### src/iot_pkg.sv
package iot_pkg;

	// --------------------
	// data sizes
	// --------------------
	localparam int BYTES_PER_WORD = 16;
	localparam int BYTE_W = 8;
	localparam int WORD_W = BYTES_PER_WORD * BYTE_W; // 128 bits
	localparam int CRC_W = 3;

	typedef logic [BYTE_W-1:0] byte_t;
	typedef logic [WORD_W-1:0] word_t;
	typedef logic [CRC_W-1:0] crc_rem_t;

	// generator x^3 + x^2 + 1, leading term implied
	localparam crc_rem_t CRC_POLY = 3'b101;

	// --------------------
	// function codes
	// --------------------
	// 1 and 2 are not implemented, any other value is treated as illegal
	typedef enum logic [2:0] {
		CRC_GEN  = 3'd3,
		TOP2MAX  = 3'd4,
		LAST2MIN = 3'd5
	} fn_e;

	// --------------------
	// handshake bundles
	// --------------------
	typedef struct packed {
		logic  valid;
		word_t data;
	} result_t; // unit and processor result

	typedef struct packed {
		logic  valid;
		word_t data;
	} word_req_t; // word handed to a unit

endpackage

### src/byte_assembler.sv
module byte_assembler
	import iot_pkg::*;
(
	input  logic  clk,
	input  logic  rst,
	input  logic  in_en,
	input  byte_t iot_in,
	output logic  push,
	output word_t push_word
);

	localparam int CNT_W = $clog2(BYTES_PER_WORD);

	logic [CNT_W-1:0] byte_cnt; // bytes of the current word so far
	logic             word_done;
	logic             push_r;
	word_t            shreg;

	// sixteenth byte of a word is being taken this cycle
	assign word_done = in_en && (byte_cnt == CNT_W'(BYTES_PER_WORD - 1));

	// --------------------
	// byte counter
	// --------------------
	always_ff @(posedge clk or posedge rst) begin
		if (rst) begin
			byte_cnt <= '0;
		end else if (in_en) begin
			byte_cnt <= byte_cnt + 1'b1; // wraps after the last byte
		end
	end

	// push is a one cycle pulse after the last byte
	always_ff @(posedge clk or posedge rst) begin
		if (rst) begin
			push_r <= 1'b0;
		end else begin
			push_r <= word_done;
		end
	end

	// --------------------
	// shift register
	// --------------------
	// bytes enter at the bottom, so the first one ends up on top
	always_ff @(posedge clk) begin
		if (in_en) begin
			shreg <= {shreg[WORD_W-BYTE_W-1:0], iot_in};
		end
	end

	// shreg still holds the full word during the push cycle,
	// the next word only starts shifting in at its end
	assign push      = push_r;
	assign push_word = shreg;

endmodule

### src/word_fifo.sv
module word_fifo
	import iot_pkg::*;
#(
	parameter int FIFO_DEPTH = 4
) (
	input  logic  clk,
	input  logic  rst,
	input  logic  push,
	input  word_t push_word,
	input  logic  pop,
	output word_t head_word,
	output logic  empty,
	output logic  full
);

	localparam int PTR_W = (FIFO_DEPTH > 1) ? $clog2(FIFO_DEPTH) : 1;
	localparam int CNT_W = $clog2(FIFO_DEPTH + 1);

	word_t            mem [FIFO_DEPTH];
	logic [PTR_W-1:0] wr_ptr;
	logic [PTR_W-1:0] rd_ptr;
	logic [CNT_W-1:0] count;
	logic             do_wr;
	logic             do_rd;

	assign do_wr = push && !full; // drop on full, source should never do that
	assign do_rd = pop && !empty;

	// --------------------
	// pointers and count
	// --------------------
	always_ff @(posedge clk or posedge rst) begin
		if (rst) begin
			wr_ptr <= '0;
			rd_ptr <= '0;
			count  <= '0;
		end else begin
			if (do_wr) begin
				wr_ptr <= (wr_ptr == PTR_W'(FIFO_DEPTH - 1)) ? '0 : wr_ptr + 1'b1;
			end
			if (do_rd) begin
				rd_ptr <= (rd_ptr == PTR_W'(FIFO_DEPTH - 1)) ? '0 : rd_ptr + 1'b1;
			end
			if (do_wr && !do_rd) begin
				count <= count + 1'b1;
			end else if (do_rd && !do_wr) begin
				count <= count - 1'b1;
			end
		end
	end

	// storage
	always_ff @(posedge clk) begin
		if (do_wr) begin
			mem[wr_ptr] <= push_word;
		end
	end

	assign head_word = mem[rd_ptr];
	assign empty     = (count == '0);
	assign full      = (count == CNT_W'(FIFO_DEPTH));

endmodule

### src/crc3_unit.sv
module crc3_unit
	import iot_pkg::*;
(
	input  logic      clk,
	input  logic      rst,
	input  word_req_t req,
	output result_t   res,
	output logic      done
);

	localparam int CNT_W = $clog2(BYTES_PER_WORD);

	logic [CNT_W-1:0] byte_cnt;
	logic             active;
	logic             step;
	logic             last_step;
	logic             done_r;
	word_t            shreg;
	word_t            cur_word;
	crc_rem_t         rem_r;
	crc_rem_t         rem_next;
	crc_rem_t         res_rem;

	// eight bit steps of the serial division, msb first
	function automatic crc_rem_t crc_byte(input crc_rem_t rem_in, input byte_t data);
		crc_rem_t r;
		logic     fb;
		r = rem_in;
		for (int i = BYTE_W - 1; i >= 0; i--) begin
			fb = r[CRC_W-1] ^ data[i];
			r  = {r[CRC_W-2:0], 1'b0} ^ (fb ? CRC_POLY : '0);
		end
		return r;
	endfunction

	// the first byte is taken straight from the request
	assign cur_word  = active ? shreg : req.data;
	assign rem_next  = crc_byte(active ? rem_r : '0, cur_word[WORD_W-1 -: BYTE_W]);
	assign step      = active || req.valid;
	assign last_step = step && (byte_cnt == CNT_W'(BYTES_PER_WORD - 1));

	always_ff @(posedge clk or posedge rst) begin
		if (rst) begin
			active   <= 1'b0;
			byte_cnt <= '0;
			done_r   <= 1'b0;
		end else begin
			done_r <= last_step;
			if (step) begin
				byte_cnt <= byte_cnt + 1'b1;
				active   <= !last_step;
			end
		end
	end

	always_ff @(posedge clk) begin
		if (step) begin
			shreg <= cur_word << BYTE_W;
			rem_r <= rem_next;
		end
		if (last_step) begin
			res_rem <= rem_next; // augmented by three zeros in the end
		end
	end

	assign res  = '{valid: done_r, data: word_t'(res_rem)};
	assign done = done_r;

endmodule

### src/extrema_tracker.sv
module extrema_tracker
	import iot_pkg::*;
#(
	parameter int ROUND_WORDS = 8
) (
	input  logic      clk,
	input  logic      rst,
	input  word_req_t req,
	input  logic      find_max,
	output result_t   res,
	output logic      done
);

	localparam int CNT_W = $clog2(BYTES_PER_WORD);
	localparam int WC_W = (ROUND_WORDS > 1) ? $clog2(ROUND_WORDS) : 1;

	logic [CNT_W-1:0] byte_cnt;
	logic [CNT_W-1:0] idx;
	logic [WC_W-1:0]  word_cnt; // words of this round already taken
	logic             active;
	logic             step;
	logic             last_step;
	logic             last_word;
	logic             emit2;    // second result goes out this cycle
	logic             done_r;
	logic             res_valid_r;
	logic             gt_best_r, gt_second_r;
	logic             gt_best, gt_second;
	logic             take_best, take_second;
	byte_t            in_byte, b_byte, s_byte;
	word_t            in_r, cur_word;
	word_t            best_r, second_r;
	word_t            best_q, second_q;
	word_t            init_val;
	word_t            res_data_r;

	// --------------------
	// byte-serial compare
	// --------------------
	assign cur_word = active ? in_r : req.data;
	assign idx      = active ? byte_cnt : '0; // lsb first
	assign init_val = find_max ? '0 : '1;

	// at round start the stored extremes count as the reset value
	assign best_q   = (word_cnt == '0) ? init_val : best_r;
	assign second_q = (word_cnt == '0) ? init_val : second_r;

	assign in_byte = cur_word[BYTE_W*idx +: BYTE_W];
	assign b_byte  = best_q[BYTE_W*idx +: BYTE_W];
	assign s_byte  = second_q[BYTE_W*idx +: BYTE_W];

	// equal bytes keep what the lower bytes decided
	assign gt_best   = (in_byte == b_byte) ? (active && gt_best_r) : (in_byte > b_byte);
	assign gt_second = (in_byte == s_byte) ? (active && gt_second_r) : (in_byte > s_byte);

	assign take_best   = find_max ? gt_best : !gt_best;
	assign take_second = find_max ? gt_second : !gt_second;

	assign step      = active || req.valid;
	assign last_step = step && (idx == CNT_W'(BYTES_PER_WORD - 1));
	assign last_word = (word_cnt == WC_W'(ROUND_WORDS - 1));

	// --------------------
	// control
	// --------------------
	always_ff @(posedge clk or posedge rst) begin
		if (rst) begin
			active      <= 1'b0;
			byte_cnt    <= '0;
			word_cnt    <= '0;
			emit2       <= 1'b0;
			done_r      <= 1'b0;
			res_valid_r <= 1'b0;
		end else begin
			done_r      <= emit2 || (last_step && !last_word);
			res_valid_r <= emit2 || (last_step && last_word);
			emit2       <= last_step && last_word;
			if (step) begin
				byte_cnt <= idx + 1'b1;
				active   <= !last_step;
			end
			if (last_step) begin
				word_cnt <= last_word ? '0 : word_cnt + 1'b1; // new round after the last
			end
		end
	end

	// --------------------
	// data path
	// --------------------
	always_ff @(posedge clk) begin
		if (step) begin
			gt_best_r   <= gt_best;
			gt_second_r <= gt_second;
		end
		if (req.valid && !active) begin
			in_r <= req.data;
		end
		if (last_step) begin
			best_r   <= best_q;
			second_r <= second_q;
			if (take_best) begin
				best_r   <= cur_word;
				second_r <= best_q;
			end else if (take_second) begin
				second_r <= cur_word;
			end
			res_data_r <= take_best ? cur_word : best_q; // best of the round
		end
		if (emit2) begin
			res_data_r <= second_r;
		end
	end

	assign res  = '{valid: res_valid_r, data: res_data_r};
	assign done = done_r;

endmodule

### src/iot_processor.sv
module iot_processor
	import iot_pkg::*;
#(
	parameter int ROUND_WORDS = 8
) (
	input  logic  clk,
	input  logic  rst,
	input  fn_e   fn_sel,
	input  logic  empty,
	input  word_t head_word,
	output logic  pop,
	output logic  valid,
	output word_t iot_out
);

	typedef enum logic {
		P_IDLE,
		P_BUSY
	} proc_state_e;

	proc_state_e state;
	fn_e         fn_r;
	logic        fn_lock;  // code sampled since reset
	logic        is_crc, is_ext;
	logic        find_max;
	logic        crc_done, ext_done, unit_done;
	logic        valid_r;
	word_t       iot_out_r;
	word_req_t   crc_req, ext_req;
	result_t     crc_res, ext_res, sel_res;

	// --------------------
	// function select
	// --------------------
	always_ff @(posedge clk or posedge rst) begin
		if (rst) begin
			fn_lock <= 1'b0;
		end else begin
			fn_lock <= 1'b1;
		end
	end

	always_ff @(posedge clk) begin
		if (!fn_lock) begin
			fn_r <= fn_sel; // held until the next reset
		end
	end

	assign is_crc   = fn_lock && (fn_r == CRC_GEN);
	assign is_ext   = fn_lock && ((fn_r == TOP2MAX) || (fn_r == LAST2MIN));
	assign find_max = (fn_r == TOP2MAX);

	// illegal codes never pop, so nothing comes out
	assign pop = (state == P_IDLE) && !empty && (is_crc || is_ext);

	assign crc_req = '{valid: pop && is_crc, data: head_word};
	assign ext_req = '{valid: pop && is_ext, data: head_word};

	assign unit_done = is_crc ? crc_done : ext_done;
	assign sel_res   = is_crc ? crc_res : ext_res;

	// one word in flight at a time
	always_ff @(posedge clk or posedge rst) begin
		if (rst) begin
			state <= P_IDLE;
		end else if (pop) begin
			state <= P_BUSY;
		end else if (unit_done) begin
			state <= P_IDLE;
		end
	end

	crc3_unit u_crc (.clk(clk), .rst(rst), .req(crc_req), .res(crc_res), .done(crc_done));

	extrema_tracker #(
		.ROUND_WORDS(ROUND_WORDS)
	) u_ext (
		.clk(clk),
		.rst(rst),
		.req(ext_req),
		.find_max(find_max),
		.res(ext_res),
		.done(ext_done)
	);

	// --------------------
	// output register
	// --------------------
	always_ff @(posedge clk or posedge rst) begin
		if (rst) begin
			valid_r <= 1'b0;
		end else begin
			valid_r <= sel_res.valid;
		end
	end

	always_ff @(posedge clk) begin
		if (sel_res.valid) begin
			iot_out_r <= sel_res.data;
		end
	end

	assign valid   = valid_r;
	assign iot_out = iot_out_r;

endmodule

### src/iot_filter_top.sv
module iot_filter_top
	import iot_pkg::*;
#(
	parameter int FIFO_DEPTH = 4,
	parameter int ROUND_WORDS = 8
) (
	input  logic  clk,
	input  logic  rst,
	input  logic  in_en,
	input  byte_t iot_in,
	input  fn_e   fn_sel,
	output logic  busy,
	output logic  valid,
	output word_t iot_out
);

	logic  push, pop, empty;
	word_t push_word, head_word;

	// producer
	byte_assembler u_asm (
		.clk(clk), .rst(rst), .in_en(in_en), .iot_in(iot_in),
		.push(push), .push_word(push_word)
	);

	// buffer, its full flag is the busy output
	word_fifo #(.FIFO_DEPTH(FIFO_DEPTH)) u_fifo (
		.clk(clk), .rst(rst), .push(push), .push_word(push_word), .pop(pop),
		.head_word(head_word), .empty(empty), .full(busy)
	);

	// consumer
	iot_processor #(.ROUND_WORDS(ROUND_WORDS)) u_proc (
		.clk(clk), .rst(rst), .fn_sel(fn_sel), .empty(empty), .head_word(head_word),
		.pop(pop), .valid(valid), .iot_out(iot_out)
	);

endmodule

### config.mk
export PLATFORM = sky130hd
export DESIGN_NAME = iot_filter_top
export DESIGN_NICKNAME = d
export VERILOG_FILES = /design/src/iot_pkg.sv /design/src/byte_assembler.sv /design/src/word_fifo.sv /design/src/crc3_unit.sv /design/src/extrema_tracker.sv /design/src/iot_processor.sv /design/src/iot_filter_top.sv
export SDC_FILE = /design/constraint.sdc
export NUM_CORES = 2
export LEC_CHECK = 0
export ABC_AREA = 1
export ABC_CLOCK_PERIOD_IN_PS = 15820
export BUFFER_PORTS_ARGS = -buffer_cell sky130_fd_sc_hd__buf_4
export CAP_MARGIN = 30
export CORE_MARGIN = 4
export CORE_UTILIZATION = 29
export DETAILED_ROUTE_END_ITERATION = 10
export PLACE_DENSITY_LB_ADDON = 0.1
export SLEW_MARGIN = 20
export SYNTH_ARGS = -nofsm -noshare
export SYNTH_HDL_FRONTEND = slang
export SYNTH_SLANG_ARGS = --single-unit
export TNS_END_PERCENT = 100
### constraint.sdc
create_clock -name clk -period 15.82 [get_ports clk]
set_clock_uncertainty 0.05 [all_clocks]
set_input_delay 3.164 -clock clk [delete_from_list [all_inputs] [get_ports clk]]
set_output_delay 3.164 -clock clk [all_outputs]
set_load 0.02 [all_outputs]
==> flow_summary.json <==
{
  "cp-start-kind": "flip-flop",
  "io_pins": 144,
  "rrSetupSlack_ps": 7620,
  "rsz0062_at_grt": "false",
  "synth_area_per_cell_um2": 10.3,
  "cts_made_buffers": 168,
  "gp_congestion": 0.874,
  "initialDrtViolationCount": 3822,
  "cp-end-kind": "flip-flop",
  "synth_edf_count": 1411,
  "status": "finished clean",
  "r2r_start": "u_proc.u_ext.word_cnt[0]",
  "route.detailed.drc": 0,
  "postRouteAntennaNets": 0,
  "cts_root_buf": "clkbuf_16",
  "die_x_um": 483,
  "syn2layout_area_growth_pct": 14.3,
  "synth_nets": 6367,
  "die_area_mm2": 0.233,
  "first_pass_iters": 5,
  "h-tree-depth": 4,
  "grt_pass1_wl_mm": 306,
  "grt_pass1_vias": 43600,
  "clk_pin_slew_ps": 70,
  "synth_top_area_share_pct": 64.9,
  "cts_sinks": 1443,
  "syn_area_mm2": 0.0653,
  "synthCells": 6324,
  "timing.rr.end": "u_proc.u_ext.res_data_r[74]",
  "arrival_ps": 8650,
  "clk-insertion-delay-late_ps": 820,
  "fill_cells": 22600,
  "via_count": 45500,
  "antenna_found_initial": 6,
  "wl_per_cell_um": 22.0,
  "min-delay-path-class": "flip-flop to flip-flop",
  "finalCritPeriodShare_pct": 51.8,
  "max-cap-violations": 0,
  "worst-slew-pin-transition_ps": 1140,
  "wirelength_mm": 207,
  "clockBufferDepth": 3,
  "nets": 6340,
  "cts_hold_buf": 0,
  "worstHoldStart": "u_asm.push_word[126]",
  "grt_overflow": 0,
  "hold_viol": 0,
  "core-area_mm2": 0.223,
  "grt_max_degree": 214,
  "initial_core_util_pct": 29.3,
  "cts.repair.resized": 0,
  "async_reset_ff_share_pct": 2.22,
  "fp.dieH_um": 483,
  "crit_required_ps": 16280,
  "critPathKind": "flip-flop to flip-flop",
  "min_to": "u_fifo.mem[3][126]",
  "synth_commonest_cells": "nand2_1, edfxtp_1, nand3_1",
  "drive_gt1_share_pct": 8.33,
  "min_delay_path_depth": 0,
  "yosysSeqAreaShare_pct": 66.1,
  "cts_tree": "done",
  "synth_top_cell_by_area": "edfxtp_1",
  "io_buffers": 143,
  "synth_seq_cells": 1443,
  "vias_per_cell": 4.83,
  "max_freq_mhz": 122,
  "grt_usage_pct": 17.5,
  "postLayoutCoreUtil_pct": 33.4,
  "yosysUniqueCellTypes": 42,
  "max_slew_margin_pct": 22.9,
  "rows": 173,
  "post_cts_buffers": 0,
  "final_max_slew_viol_count": 0,
  "tns_ps": 0,
  "finalHoldWorstSlack_ps": 448,
  "rr_worst_depth": 25,
  "worstPathMaxFanout": 143,
  "post-route-min-period_ps": 8200,
  "hpwl_mm": 125,
  "yosysMostFrequentCell": "nand2_1",
  "synth-main-ff-cell": "edfxtp_1",
  "finalSetupViolCount": 0,
  "ys_warn_count": 0,
  "synth_area_leaders": "edfxtp_1, nand2_1, nand3_1, o21ai_0, inv_1"
}
==> registers in the layout, indices dropped and copies added, names as in the netlist, 4 cells and up <==
register,count
u_asm.byte_cnt,4
u_asm.push_word,128
u_fifo.mem,512
u_proc.iot_out,128
u_proc.u_crc.byte_cnt,4
u_proc.u_crc.shreg,120
u_proc.u_ext.best_r,128
u_proc.u_ext.byte_cnt,4
u_proc.u_ext.in_r,128
u_proc.u_ext.res_data_r,128
u_proc.u_ext.second_r,128
==> cell type report <==
cell class / count / area (um2) / area share, %
tap: 2975 / 3720 / 4.99
clock inverter: 103 / 1080 / 1.45
inverter: 359 / 1370 / 1.83
clock buffer: 201 / 4410 / 5.91
antenna: 9 / 22.5 / 0.0302
sequential: 1443 / 43200 / 57.9
timing repair buffer: 229 / 1930 / 2.59
multi-input combinational: 4096 / 18900 / 25.3
==> metal layers <==
metal / track usage [%] / wire (um)
met5: 0 / 0
met4: 5.71 / 6670
met3: 2.52 / 10300
met2: 26.1 / 90700
met1: 25.9 / 99600
==> logic make-up (layout without fill, tap and decap cells) <==
kind of cell               count (synthesis)  after routing  synth area share, %
adders and majority gates                 29             29                0.567
AOI/OAI and AO/OA                        612            612                 5.03
xor gates and xnor gates                  11             11                0.147
other                                      1             10              0.00574
and+or+nand+nor                         3437           3437                 22.8
buffers and inverters                    785            892                 5.21
muxes                                      6              6                0.103
DFF                                     1443           1443                 66.1
==> worst max path at each step <==
stage | from | endpoint | cells past startpoint
2_1_floorplan | u_proc.u_ext.active | u_proc.u_ext.res_data_r[0] | 10
3_3_place_gp | u_proc.u_ext.word_cnt[0] | u_proc.u_ext.res_data_r[12] | 25
3_5_place_dp | u_proc.u_ext.word_cnt[0] | u_proc.u_ext.res_data_r[12] | 25
4_1_cts | u_proc.u_ext.word_cnt[0] | u_proc.u_ext.res_data_r[12] | 25
5_1_grt | u_proc.u_ext.word_cnt[0] | u_proc.u_ext.res_data_r[90] | 25
6_report | u_proc.u_ext.word_cnt[0] | u_proc.u_ext.res_data_r[74] | 25
==> layout by cell type, fill, tap and decap left out, types with 7 or more instances in the layout <==
master        n
nand3_1    1025
bufinv_16    21
nand2_1    1959
buf_12       13
or2_1        75
ha_1         28
dfrtp_1      28
nand2_4       9
nand3b_1      7
clkbuf_16   172
o21a_1       11
buf_4       197
edfxtp_1   1411
xor2_1       10
o21ai_0     506
nor2_1      164
and2_1      133
o211ai_1     67
or2_0        19
buf_2        14
clkbuf_1     29
clkinv_1     35
a21oi_1      14
diode_2       9
clkinv_2     34
inv_1       352
or2_2        18
==> critical path: stages, from the launching register on <==
cell	delay, ps
dfrtp_1	380
inv_1	60
ha_1	180
inv_1	490
nor2_4	100
nand2_8	600
buf_4	650
buf_4	560
o21ai_0	300
nand2_1	130
nand3_1	80
nand3_1	140
nand3_1	290
nand2_1	230
inv_1	90
ha_1	320
nand2_2	100
nor4_4	380
nand3_2	150
nand2_2	120
nand2_1	150
nand2_8	730
buf_4	870
nand2_1	160
nand3_1	140
nand2_1	170
==> through the flow <==
| stage | instances | instance area (um2) | worst slack, ps |
|---|---|---|---|
| after floorplan | 6324 | 65300 | 3990 |
| after global placement | 9082 | 68900 | 7560 |
| after detailed placement | 9095 | 69000 | 7590 |
| after CTS | 9399 | 74500 | 7510 |
| after global routing | 9411 | 74600 | 7180 |
| final | 9415 | 74600 | 7620 |
Power is not shown: default switching activity piles up to over one toggle a cycle in this logic, so the estimate is an artifact.
